$ cat src/rtl/board_pkg.sv
package board_pkg;

   // System clocks per source pixel
   // VGA pixels run at twice this rate, so keep it even
   localparam int PIX_DIV_DEF = 4;

   // Width of the LED monostable counter
   // 22 bits gives roughly a tenth of a second at 28 MHz
   localparam int LED_STRETCH_DEF = 22;

   // Video encoder standard pins
   // stdn low selects PAL
   localparam logic STDN_PAL  = 1'b0;
   // stdnb high routes the PAL subcarrier clock
   localparam logic STDNB_PAL = 1'b1;

endpackage

$ cat src/rtl/activity_led.sv
`timescale 1ns/1ps

module activity_led #(
   parameter int LED_STRETCH = board_pkg::LED_STRETCH_DEF
) (
   input  logic sysclk,
   input  logic reset,
   input  logic flash_cs_n,
   input  logic sd_cs_n,
   output logic testled
);

   // Top bit set means the stretch has run out
   logic [LED_STRETCH:0] mono;
   logic                 busy;

   // Any select low counts as SPI activity
   assign busy = !flash_cs_n || !sd_cs_n;

   // Retriggerable monostable
   always_ff @(posedge sysclk) begin
      if (reset) begin
         // Start expired, LED off
         mono <= {1'b1, {LED_STRETCH{1'b0}}};
      end else if (busy) begin
         mono <= '0;
      end else if (!mono[LED_STRETCH]) begin
         mono <= mono + 1'b1;
      end
   end

   // Lit until the counter reaches 2^LED_STRETCH
   assign testled = ~mono[LED_STRETCH];

endmodule

$ cat config.mk
export PLATFORM = sky130hd
export DESIGN_NAME = activity_led
export DESIGN_NICKNAME = d
export VERILOG_FILES = /design/src/rtl/board_pkg.sv /design/src/rtl/activity_led.sv
export SDC_FILE = /design/constraint.sdc
export NUM_CORES = 1
export LEC_CHECK = 0
export BUFFER_PORTS_ARGS = -buffer_cell sky130_fd_sc_hd__buf_2
export CORE_UTILIZATION = 57
export DETAILED_ROUTE_END_ITERATION = 8
export PLACE_DENSITY_LB_ADDON = 0.1
export REMOVE_ABC_BUFFERS = 1
export SLEW_MARGIN = 5
export SYNTH_ARGS = -nofsm -noshare
export SYNTH_HDL_FRONTEND = slang
export SYNTH_SLANG_ARGS = --single-unit
$ cat constraint.sdc
create_clock -name sysclk -period 2.26 [get_ports sysclk]
set_input_delay 0.565 -clock sysclk [delete_from_list [all_inputs] [get_ports sysclk]]
set_output_delay 0.565 -clock sysclk [all_outputs]
set_load 0.01 [all_outputs]
# Word level (Yosys, flattened, before mapping)
# Index checks and enable logic that the tools add are counted.
[op_classes]
n_bitwise = 1
shifts = 0
add_sub_neg = 1
mux = 2
n_eq_ne = 0
reduce_logical = 4
n_mul = 0
div = 0
magnitude_cmp = 0
[op_table]
columns = ["operator", "count"]
rows = [
  ["23-bit 2-to-1 mux", 2],
  ["23-bit by 1-bit adder with 23-bit output (second input constant)", 1],
  ["1-bit logical NOT", 2],
  ["2-bit OR reduction", 1],
  ["1-bit logical OR", 1],
  ["1-bit inverter", 1],
]
[totals]
out_inout_bits = 1
ramBits = 0
rom_bits = 0
latchBits = 0
mem_count = 0
regBits = 23
inputBits = 4

# Depth between registers and ports, before layout
[depth]
ltp_word = 3
depth_mapped = 6
depth_no_buf = 5

# Worst setup path after synthesis
# OpenSTA, ideal clock, no wires.
[synth_timing]
kind = "register -> register"
start = "reg mono[22]"
end = "reg mono[17]"
t_required_ns = 2.189
arrival_time_ns = 1.401
slack_ns = 0.788
synth_period_minus_slack_ns = 1.472
path_buffers = 2
stages_incl_launch_ff = 7
cell_sequence = "dfxtp_1 buf_6 and4b_1 buf_6 nand4_4 or4_1 a21oi_1"
[synth_rtl]
columns = ["element", "line_no", "rtl"]
rows = [
  ["start: declaration", "activity_led.sv:14", "logic [LED_STRETCH:0] mono;"],
  ["start signal: assignment", "activity_led.sv:24", "mono <= {1'b1, {LED_STRETCH{1'b0}}};"],
  ["start signal: assignment", "activity_led.sv:28", "mono <= mono + 1'b1;"],
]

==> out/results.txt <==
The tools report the worst clock skew as 12.04 ps. Setup repair after global routing left no endpoint under its margin. For the final-report max-slew violation count, the log shows 0. For the power after layout, the log shows 0.6190 mW. By area the synthesized netlist is led by dfxtp_1, xnor2_1, nor2_1. The number of global-route vias before repair was 794. The startpoint identified for the worst hold timing path is reset. Routability-driven placement finished with a final weighted congestion of 0.7875.

Across all setup checks in the final design, the least slack found is 630.8 ps. For the number of antenna violations at the first check in global routing, the log shows 0. Summed over all instances, the cell type with the most area after synthesis is dfxtp_1. The layout overhead on the synthesized area was 4.735%; the number of H-tree levels was 1. After routing, the total negative slack on setup checks comes to 0 ps. STA classifies the critical path endpoint as a register. Clock transition time at the flip-flop clock pins of the worst setup and hold paths: 140 ps. For the worst setup path, the data arrival time is 1890 ps.

The initial utilization of the core area, before any placement, comes to 62.25%. The share of total power dissipated in sequential elements is 66.3%. The register with the most flip-flops in the layout has 23 of them. The logs give 0 for the count of warnings emitted by yosys and 23 for the clock sink count. During I/O placement, the number of pins put on the boundary was 5. Setup violations remaining at the end of the flow were counted as 0. Peak fanout along the critical path: 9.

The signal on the critical path passes through and4b_1 > nand4_4 > or4_1 > a21oi_1. The number of standard cells in the layout, taps in and fillers out was 156. The flow ran to the end, and the final reports show no timing, DRC or antenna violations.

The mean number of vias per cell works out to 5.750. For the final standard cell area without fillers, the log shows 1162 um^2. The die outline area was 2128 um^2; the share of the synthesized area in the top cell type was 41.49%. The endpoint of the worst-slack reg-to-reg timing path is mono[17]. The final hold violation count came out at 0.

Once detail routing completed, the nets flagged for antenna violations numbered 0. Counting instances, the worst hold path has a depth of 3. The static leakage is 0.3735 nW, and the synthesized area per cell is 8.739 um^2. The number of buffers and inverters on the critical path is 0.

The switching portion of total power is 22.29%. Across every metal layer, demand over resource in global routing totals 21.27%. Dividing total power by cell area gives a power density of 532.5 nW/um^2.

From bottom edge to top edge, the die measures 46.13 um. The tools report the worst slack at placement as 664.2 ps. Among all cell types in the netlist, the one instantiated most often is dfxtp_1. The dominant delay contributor by cell family on the critical path was simple AND/OR/NAND/NOR gates.

By count the netlist is led by dfxtp_1, nor2_1, nand3_1. The detailed-route wire length is 2060 um, and the portion of the post-synthesis area used by sequential elements is 41.49%. The buffer levels on the longest clock path was 2; the actual transition at the worst max-transition pin was 342.9 ps. The hold buffer count at cts is 0.

The worst setup path is of the register to register kind. The launch instance of the worst register-to-register path is mono[22]. Counting the buffers created by CTS gives 3. The slowest stage of the critical path belongs to the cell and4b_1. Count of buffers added by post-CTS timing repair for setup: 0. The logs give 0 for the number of antenna repair diodes and 1135 um^2 for the post-place instance area. VDD sags by at most 0.3558 mV. In this run, distinct cell masters in the synthesized netlist total 33. The average detailed-routed wire length per instance works out to 13.21 um. The share of final-layout standard cells stronger than drive strength 1 works out to 11.45%. The post-synthesis sequential element count was 23; the total grt overflow was 0.

Measured against its own limit, the worst slew margin works out to 76.97%. Entering global routing, the biggest net connects 23 pins. The first global-routing pass estimated 3291 um of wire.

For the number of gates resized after CTS, the log shows 0. Summing every instance area after synthesis gives 1110 um^2. The logs give 0.6138 GHz for the fmax and 310 ps for the insertion delay to the later sink of the worst-skew pair.

The number of remaining DRC errors is 0. The detailed router finished its first iteration with 12 violations. On the worst path, the slowest cell contributes a delay of 430 ps. TritonCTS built the clock tree. The count of buffers added on input and output ports is 4.

Summed over all nets, the switching power comes to 0.1380 mW. The number of enable-type register cells in the synthesized netlist is 0. The max capacitance violation total is 0, and the total half-perimeter wirelength after legalization and detailed placement is 1443 um. The count of standard-cell rows came out at 15. The clock network power share was 31.0%. The run gives 154 as the number of inserted filler cells in the final layout.

Clock tree synthesis selected as its root buffer the cell clkbuf_4. The number of nets in the finished design is 137, and the total via count in the routed design is 897. The die outline width is 46.13 um. The dominant register cell in the synthesized netlist was dfxtp_1. After layout, the minimum clock period comes to 1629 ps. The worst hold margin was 432.8 ps; the internal power summed over all cells was 0.4810 mW.

In this run the standard cell core region covers 1783 um^2. The required time of the worst setup path was 2520 ps. The setup slack of the most critical reg-to-reg path is 630 ps. STA classifies the critical path startpoint as a register. For this run, the share of the core covered by cells in the final layout is 65.19%. The sink of the worst hold path was mono[22]. Of the available clock period, the critical path in the final layout requires 72.09%. In the synthesized netlist the async set-or-reset flop fraction comes to 0%. The length in cells of the worst reg-to-reg path is 4.

In the final layout, the registers with the most flip-flops are mono (23). The register ranked first by flip-flop count was mono. Before antenna repair, the detailed router went through 4 iterations. Synthesized instance count: 127.

The path class of the tightest hold or removal check is input port to register. In this run, the combinational gates consume 2.7% of the power. The number of placed instances, taps included, is 152.
==> power by group through the flow <==
stage | Sequential [mW] | Combinational, mW | Clock [mW]
detailed placement | 0.419 | 0.0165 | 0
global placement | 0.419 | 0.0165 | 0
global route | 0.411 | 0.0180 | 0.213
floorplan | 0.419 | 0.00927 | 0
finish | 0.411 | 0.0165 | 0.192
CTS | 0.411 | 0.0165 | 0.200
==> worst max-delay path by stage <==
stage                     from       end  slack (ps)  depth (start not counted)
floorplan           flash_cs_n   mono[0]         770                          3
global placement      mono[22]  mono[17]         720                          4
detailed placement     mono[0]  mono[18]         660                          5
CTS                    mono[0]  mono[18]         630                          5
global route           mono[0]  mono[12]         530                          5
finish                mono[22]  mono[17]         630                          4
==> cell type report <==
cell class                      instances  area [um^2]  share of cell area, %
Clock buffer                            3        22.52                  1.938
Sequential cell                        23        460.4                  39.61
Clock inverter                          1        5.005                 0.4306
Timing Repair Buffer                    5        27.53                  2.368
Tap cell                               25        31.28                  2.691
Multi-Input combinational cell         95        600.6                  51.67
Inverter                                4        15.01                  1.292
==> metal layers <==
layer | track usage (%) | vias to the layer above | share of wire [%] | routed length [um]
met5 | 0 | - | 0 | 0
met4 | 8.235 | 0 | 2.0 | 42
met3 | 3.529 | 6 | 1.7 | 35
met2 | 31.83 | 12 | 44 | 904
met1 | 30.34 | 416 | 52 | 1078
li1 | - | 463 | - | -
==> worst register-to-register path: cells and delay by family (launching register included) <==
family	cells	cell delay, ps
AO/OA/AOI/OAI	1	140
flip-flops	1	410
AND/OR/NAND/NOR	3	1020
==> cell families (layout without fill, tap and decap cells) <==
| group | Yosys count | after routing | share of synthesized area (%) |
|---|---|---|---|
| muxes | 1 | 1 | 0.9020 |
| buffers and inverters | 9 | 13 | 4.396 |
| AOI/OAI and AO/OA | 17 | 17 | 8.682 |
| DFF | 23 | 23 | 41.49 |
| adders and majority gates | 1 | 1 | 1.127 |
| xor gates and xnor gates | 13 | 13 | 10.26 |
| and+or+nand+nor | 63 | 63 | 33.15 |
==> layout by cell type, fill, tap and decap left out, drive strengths merged, types with 2 or more instances in the layout <==
cell     n
clkbuf   3
nor4     2
nand2    7
o21ai    5
buf      5
a31o     2
or3      3
nor2    15
inv      4
nand4b   2
xnor2    7
and4     3
dfxtp   23
nor3     5
xor2     6
and3     3
and4b    2
nand3   10
nand4    6
a21oi    8
Note: power is estimated with default switching activity, not from simulation.
