## src/rtl/video_pkg.sv

```systemverilog
package video_pkg;

   ////////////////////////////////////////////////////////////////////////////
   // Raster defaults, PAL-like
   ////////////////////////////////////////////////////////////////////////////

   // Horizontal, in source pixels
   localparam int H_ACTIVE_DEF = 256;
   localparam int H_TOTAL_DEF  = 448;
   localparam int H_SYNC_DEF   = 32;

   // Vertical, in lines
   localparam int V_ACTIVE_DEF = 192;
   localparam int V_TOTAL_DEF  = 312;
   localparam int V_SYNC_DEF   = 4;

   // Both syncs are low-active
   localparam logic SYNC_ACTIVE = 1'b0;

   ////////////////////////////////////////////////////////////////////////////
   // Pixel colour
   ////////////////////////////////////////////////////////////////////////////

   // 3 bits per channel, 9-bit pixel
   typedef struct packed {
      logic [2:0] r;
      logic [2:0] g;
      logic [2:0] b;
   } rgb_t;

endpackage

```

## src/rtl/video_if.sv

```systemverilog
`timescale 1ns/1ps

interface video_if;

   import video_pkg::*;

   // Pixel strobe, one cycle per new pixel
   logic pix_en;
   // Pixel colour, held between strobes
   rgb_t rgb;
   // Low-active syncs
   logic hsync_n;
   logic vsync_n;

   // Video generator side
   modport source (output pix_en, rgb, hsync_n, vsync_n);

   // Consumer side, e.g. the scandoubler
   modport sink (input pix_en, rgb, hsync_n, vsync_n);

endinterface

```

## src/rtl/pal_video_source.sv

```systemverilog
`timescale 1ns/1ps

module pal_video_source #(
   parameter int H_ACTIVE = video_pkg::H_ACTIVE_DEF,
   parameter int H_TOTAL  = video_pkg::H_TOTAL_DEF,
   parameter int H_SYNC   = video_pkg::H_SYNC_DEF,
   parameter int V_ACTIVE = video_pkg::V_ACTIVE_DEF,
   parameter int V_TOTAL  = video_pkg::V_TOTAL_DEF,
   parameter int V_SYNC   = video_pkg::V_SYNC_DEF
) (
   input  logic    sysclk,
   input  logic    reset,
   input  logic    ce_pix,
   video_if.source vid
);

   import video_pkg::*;

   // Counters wide enough for the pattern bits as well
   localparam int HW = ($clog2(H_TOTAL) > 6) ? $clog2(H_TOTAL) : 6;
   localparam int VW = ($clog2(V_TOTAL) > 3) ? $clog2(V_TOTAL) : 3;

   // Sync start positions, wrapped into the raster
   localparam int HS_START = (H_ACTIVE + 8) % H_TOTAL;
   localparam int VS_START = (V_ACTIVE + 2) % V_TOTAL;

   logic [HW-1:0] hcnt;
   logic [VW-1:0] vcnt;
   logic [HW-1:0] hs_off;
   logic [VW-1:0] vs_off;
   logic          h_last;
   logic          active;
   logic          hs_on;
   logic          vs_on;
   rgb_t          pattern;

   assign h_last = (hcnt == HW'(H_TOTAL - 1));

   // Raster counters, one step per source pixel
   always_ff @(posedge sysclk) begin
      if (reset) begin
         hcnt <= '0;
         vcnt <= '0;
      end else if (ce_pix) begin
         if (h_last) begin
            hcnt <= '0;
            if (vcnt == VW'(V_TOTAL - 1)) begin
               vcnt <= '0;
            end else begin
               vcnt <= vcnt + 1'b1;
            end
         end else begin
            hcnt <= hcnt + 1'b1;
         end
      end
   end

   // Distance past the sync start, modulo the raster size
   assign hs_off = (hcnt >= HW'(HS_START)) ? hcnt - HW'(HS_START)
                                           : hcnt + HW'(H_TOTAL - HS_START);
   assign vs_off = (vcnt >= VW'(VS_START)) ? vcnt - VW'(VS_START)
                                           : vcnt + VW'(V_TOTAL - VS_START);

   assign hs_on  = (hs_off < HW'(H_SYNC));
   assign vs_on  = (vs_off < VW'(V_SYNC));
   assign active = (hcnt < HW'(H_ACTIVE)) && (vcnt < VW'(V_ACTIVE));

   // Column/line colour pattern
   assign pattern.r = hcnt[2:0];
   assign pattern.g = vcnt[2:0];
   assign pattern.b = hcnt[5:3];

   // Registered outputs, valid the cycle after ce_pix
   always_ff @(posedge sysclk) begin
      if (reset) begin
         vid.pix_en  <= 1'b0;
         vid.rgb     <= '0;
         vid.hsync_n <= ~SYNC_ACTIVE;
         vid.vsync_n <= ~SYNC_ACTIVE;
      end else begin
         vid.pix_en <= ce_pix;
         if (ce_pix) begin
            // Border and blanking are black
            vid.rgb     <= active ? pattern : '0;
            vid.hsync_n <= hs_on ? SYNC_ACTIVE : ~SYNC_ACTIVE;
            vid.vsync_n <= vs_on ? SYNC_ACTIVE : ~SYNC_ACTIVE;
         end
      end
   end

endmodule

```

## src/flat_wrapper.sv

```systemverilog
// flat-port wrapper written by rule: the top's interface ports become plain ports
module pal_video_source_flat import video_pkg::*;
#(
   parameter int H_ACTIVE = video_pkg::H_ACTIVE_DEF,
   parameter int H_TOTAL  = video_pkg::H_TOTAL_DEF,
   parameter int H_SYNC   = video_pkg::H_SYNC_DEF,
   parameter int V_ACTIVE = video_pkg::V_ACTIVE_DEF,
   parameter int V_TOTAL  = video_pkg::V_TOTAL_DEF,
   parameter int V_SYNC   = video_pkg::V_SYNC_DEF
)
  (sysclk, reset, ce_pix, vid_pix_en, vid_rgb, vid_hsync_n, vid_vsync_n);
  video_if vid_i ();
  input  logic sysclk;
  input  logic reset;
  input  logic ce_pix;
  output wire logic [$bits(vid_i.pix_en)-1:0] vid_pix_en;
  output wire logic [$bits(vid_i.rgb)-1:0] vid_rgb;
  output wire logic [$bits(vid_i.hsync_n)-1:0] vid_hsync_n;
  output wire logic [$bits(vid_i.vsync_n)-1:0] vid_vsync_n;
  assign vid_pix_en = vid_i.pix_en;
  assign vid_rgb = vid_i.rgb;
  assign vid_hsync_n = vid_i.hsync_n;
  assign vid_vsync_n = vid_i.vsync_n;
  pal_video_source #(.H_ACTIVE(H_ACTIVE), .H_TOTAL(H_TOTAL), .H_SYNC(H_SYNC), .V_ACTIVE(V_ACTIVE), .V_TOTAL(V_TOTAL), .V_SYNC(V_SYNC)) u_core (.sysclk(sysclk), .reset(reset), .ce_pix(ce_pix), .vid(vid_i));
endmodule
```

## config.mk

```make
export PLATFORM = sky130hd
export DESIGN_NAME = pal_video_source_flat
export DESIGN_NICKNAME = d
export VERILOG_FILES = /design/src/rtl/video_pkg.sv /design/src/rtl/video_if.sv /design/src/rtl/pal_video_source.sv /design/src/flat_wrapper.sv
export SDC_FILE = /design/constraint.sdc
export NUM_CORES = 1
export LEC_CHECK = 0
export ABC_AREA = 0
export BUFFER_PORTS_ARGS = -buffer_cell sky130_fd_sc_hd__buf_2
export CAP_MARGIN = 0
export CORE_MARGIN = 2
export CORE_UTILIZATION = 51
export DETAILED_ROUTE_END_ITERATION = 12
export PLACE_DENSITY = 0.73
export SYNTH_ARGS = -nofsm -noshare
export SYNTH_HDL_FRONTEND = slang
export SYNTH_SLANG_ARGS = --single-unit
```

## constraint.sdc

```tcl
create_clock -name sysclk -period 1.5 [get_ports sysclk]
set_input_delay 0.225 -clock sysclk [delete_from_list [all_inputs] [get_ports sysclk]]
set_output_delay 0.225 -clock sysclk [all_outputs]
set_load 0.02 [all_outputs]
```

Word-level counts from Yosys, hierarchy flattened

Cells that the tools add are included.

Register bits: 30
Logic and storage cells: 31

Add/sub/neg operators: 6
Order comparisons: 6
Equality and inequality tests: 2
Multiplexer cells: 7
Reduce and logical (&&, ||, !) cells: 2

Operator list:

| cell                  | number |
|---|---|
| $mux W9               | 5 |
| $add A9 B1 Y9 const B | 2 |
| $eq A9 B9 Y1 const B  | 2 |
| $add A9 B7 Y9 const B | 1 |
| $add A9 B8 Y9 const B | 1 |
| $ge A9 B8 Y1 const B  | 1 |
| $ge A9 B9 Y1 const B  | 1 |
| $lt A9 B3 Y1 const B  | 1 |
| $lt A9 B6 Y1 const B  | 1 |
| $lt A9 B8 Y1 const B  | 1 |
| $lt A9 B9 Y1 const B  | 1 |
| $sub A9 B8 Y9 const B | 1 |
| $sub A9 B9 Y9 const B | 1 |
| $mux W1               | 2 |
| $reduce_and A2 Y1     | 1 |
| $logic_and A1 B1 Y1   | 1 |

Depth between registers and ports, before layout

Depth in word-level cells: 4
Gate-level depth with buffers: 5
Gate-level depth less buffers: 5

Least setup slack after synthesis

OpenSTA, ideal clock, no wires.

Kind: flip-flop to flip-flop
Start point: register u_core.vcnt[1]
End point: register u_core.vcnt[0]
Library setup time: 140 ps
Arrival time: 1481 ps
Data required time: 1360 ps
Setup slack: -121 ps
Stages on the path, launching flop included: 6
Buffers on the path: 0
Cells stage by stage: dfxtp_1 ha_1 nand4_1 or4_4 a21oi_1 a311oi_1

Word-level cells in the longest chain between the ends: 2

Ends and longest elaborated chain:

| element                | RTL line               | text |
|---|---|---|
| from (decl)            | pal_video_source.sv:28 | `logic [VW-1:0] vcnt;` |
| from (signal assigned) | pal_video_source.sv:50 | `vcnt <= vcnt + 1'b1;` |
| $eq A9 B9 Y1           | pal_video_source.sv:47 | `if (vcnt == VW'(V_TOTAL - 1)) begin` |
| $mux W9                | pal_video_source.sv:47 |  |

Every way passes these cells.
A chain may end at the register's enable or synchronous reset.

Worst setup path after layout

Start point: register u_core.vcnt[1]
End point: register u_core.vcnt[3]

Word-level cells in the longest chain between the ends: 2

Ends and longest elaborated chain:

| element                                       | RTL line |
|---|---|
| $add A9 B1 Y9 or $eq A9 B9 Y1 (tied branches) | pal_video_source.sv:50, pal_video_source.sv:47 |
| $mux W9 (*)                                   | pal_video_source.sv:47 |

Every way passes the cells marked *; elsewhere a longest branch is shown, timed or not.

==> results.toml <==
[synthesis]
synth_area_leader_cell = "dfxtp_1"
yosysSeqAreaShare_pct = 40.57
yosys-top-cells-area = "dfxtp_1 41%, a21oi_1 5.7%, nor2_1 5.6%, ha_1 4.2%, xnor2_1 4.1%"
synth_area_mm2 = 0.001480
yosys.cell_count.top_type = "dfxtp_1"
synth-edff-count = 0
synth_top_area_share_pct = 40.57
yosysWarnings = 0
postSynthAreaPerCell_um2 = 8.811
netlist_top_cells_count = "30 x dfxtp_1, 22 x nor2_1, 17 x a21oi_1, 9 x nor2b_1"
synth_cells = 168
synth.ff_latch_count = 30
synth_flop_cell = "dfxtp_1"
async_flop_share_pct = 0
syn-num-nets = 176
synthDistinctLibCells = 36

[power]
ir_drop_mv = 0.5940
p_per_area_mw_per_mm2 = 741.0
p_leak_nw = 0.7509

[sta]
tightest_slew_ns = 0.3155
finalSetupViolations = 2
fin_ws_ns = -0.003393
rsz0062_at_grt = "true"
max_freq_mhz = 665.2
hold_viol = 0
maxSlewViolCount = 0
slew_headroom_pct = 78.77
finalCritPeriodShare_pct = 100.2
fin_crit_ns = 1.503
tns_ns = -0.004110
skew_ns = 0.008293

[floorplanning]
rows = 19
die_area_mm2 = 0.003349
die_x_um = 57.87
ios = 15
chipHeight_um = 57.87
start_util_pct = 53.68
coreArea_mm2 = 0.002758

[status]
status = "finished, violations left"
violations = "setup timing"

[cts]
worstSkewPairLatency_ns = 0.34
clock_path_buffers = 2
cts_sinks = 30
cts_buffers = 5
htree_levels = 2
cts_tree = "done"
clkTransAtPathRegs_ns = 0.09
clock-root-buffer = "clkbuf_4"

[routing]
routed_wl_um = 3473
dr.first_iter.drc_count = 29
vias_per_cell = 5.618
wl_per_cell_um = 14.41
drc_errors = 0
vias = 1354
drtAntennaViolNets = 0
first_pass_iters = 4

[global_routing]
grt_overflow_total = 0
grtUsageTotal_pct = 23.28
grt_pass1_vias = 1316
antenna_found_initial = 0
grt_pass1_wl_um = 5823
grt_max_degree = 13

[place]
preCtsSetupSlack_ns = -0.04855
dp_hpwl_um = 2473
post_dp_cell_area_mm2 = 0.001763
io_buffers = 14
place_congestion = 0.8663
place_inst = 230

[final_layout]
final_layout_size_suffix_gt1_share_pct = 31.90
multi_input_area_um2 = 875.8
diodes = 0
finalNonFillerCells = 241
finalNetCount = 217
syn2layout_area_growth_pct = 27.22
final_core_util_pct = 68.28
fill_cells = 234
ff_latch_area_um2 = 609.3
fin_area_mm2 = 0.001883

[run]
max_cap_viol_count = 0

[setup_path]
worst-path-buf-inv = 0
crit_type = "flop to flop"
cp-end-kind = "flop"
path_max_fanout = 5
required_ns = 1.73
cp_slowest_stage_delay_ns = 0.49
crit_cells = 5
cp.arrival_ns = 1.73
path_cells = "ha_4 -> nand4_1 -> or4_4 -> o21bai_4 -> nor2_1"
cpMaxStageDelayCell = "or4_4"
cp_top_family = "simple AND/OR/NAND/NOR gates"
r2r_slack_ns = -0.003
start_kind = "flop"
reg2reg_depth = 5

[min_path]
min_path_cells = 2
hold_class = "input pin to flop"
cell families (layout without fill, tap and decap cells):
family,after synthesis,after routing,synth area share [%]
simple gates,80,80,32.38
compound gates,25,25,10.74
flops,30,30,40.58
buf+inv,14,56,3.635
xor+xnor,12,12,7.101
fa+ha+maj,5,5,4.227
mux,2,2,1.353
metrics by stage:
stage	hold WS [ns]	total power [W]
floorplan	0.4737	0.0008685
global placement	0.4684	0.0008991
detailed placement	0.4832	0.0009022
CTS	0.1776	0.001398
global route	0.1965	0.001445
finish	0.1893	0.001395
repair_timing:
item,in CTS,in global routing
hold buffers,0,0
buffers inserted,2,1
pin swaps,5,3
cloned,0,0
gates resized for setup,3,6
setup endpoints to repair,6,14
final cells by class:
type	count	share of cell area [%]
multi-input combinational	124	46.51
sequential	30	32.36
timing repair buffer	41	14.49
clock buffer	7	2.924
tap	31	2.060
inverter	7	1.395
clock inverter	1	0.2658
cell usage in the layout, fill, tap and decap left out, types with 2 or more instances in the layout:
cell / count
nor2_1: 22
clkbuf_4: 5
o21ai_0: 2
buf_2: 14
dfxtp_4: 2
nand3b_1: 2
inv_1: 7
dfxtp_1: 27
nand2_1: 6
buf_4: 27
nor3_1: 6
a21oi_1: 16
nand3_4: 2
nor4_4: 2
nand4b_1: 3
xor2_1: 5
nor4_1: 2
nand2b_1: 5
nand4_1: 6
mux2i_1: 2
nor2b_1: 9
ha_1: 3
xnor2_1: 6
nand3_1: 7
routing by layer:
layer | part of all wire, % | routed length, um | vias to the layer above | global-route usage (%)
met5 | 0 | 0 | - | 0
li1 | - | - | 664 | -
met4 | 1.7 | 58 | 0 | 9.967
met1 | 42 | 1453 | 656 | 27.58
met2 | 52 | 1794 | 26 | 39.12
met3 | 4.8 | 166 | 8 | 6.920
sequential cells by signal, summed over array words and instances (netlist names):
register and cells:
u_core.hcnt 9, u_core.vcnt 9, u_core.vid.hsync_n 1, u_core.vid.pix_en 1, u_core.vid.rgb 9, u_core.vid.vsync_n 1
power breakdown:
part / internal, W / leakage, nW / total [W] / switching, W
registers: 0.000800 / 0.244 / 0.000804 / 0.00000359
clock network: 0.000227 / 0.0353 / 0.000510 / 0.000283
logic: 0.0000314 / 0.471 / 0.0000823 / 0.0000508
path summary, 6_finish.rpt:
check / startpoint / to
max: u_core.vcnt[1]$_SDFFE_PP0P_ / u_core.vcnt[3]$_SDFFE_PP0P_
max reg2reg: u_core.vcnt[1]$_SDFFE_PP0P_ / u_core.vcnt[3]$_SDFFE_PP0P_
min reg2reg: u_core.vid.hsync_n$_SDFFE_PP1P_ / u_core.vid.hsync_n$_SDFFE_PP1P_
min: reset / u_core.vcnt[1]$_SDFFE_PP0P_
Power figures use the tool's default switching activity.
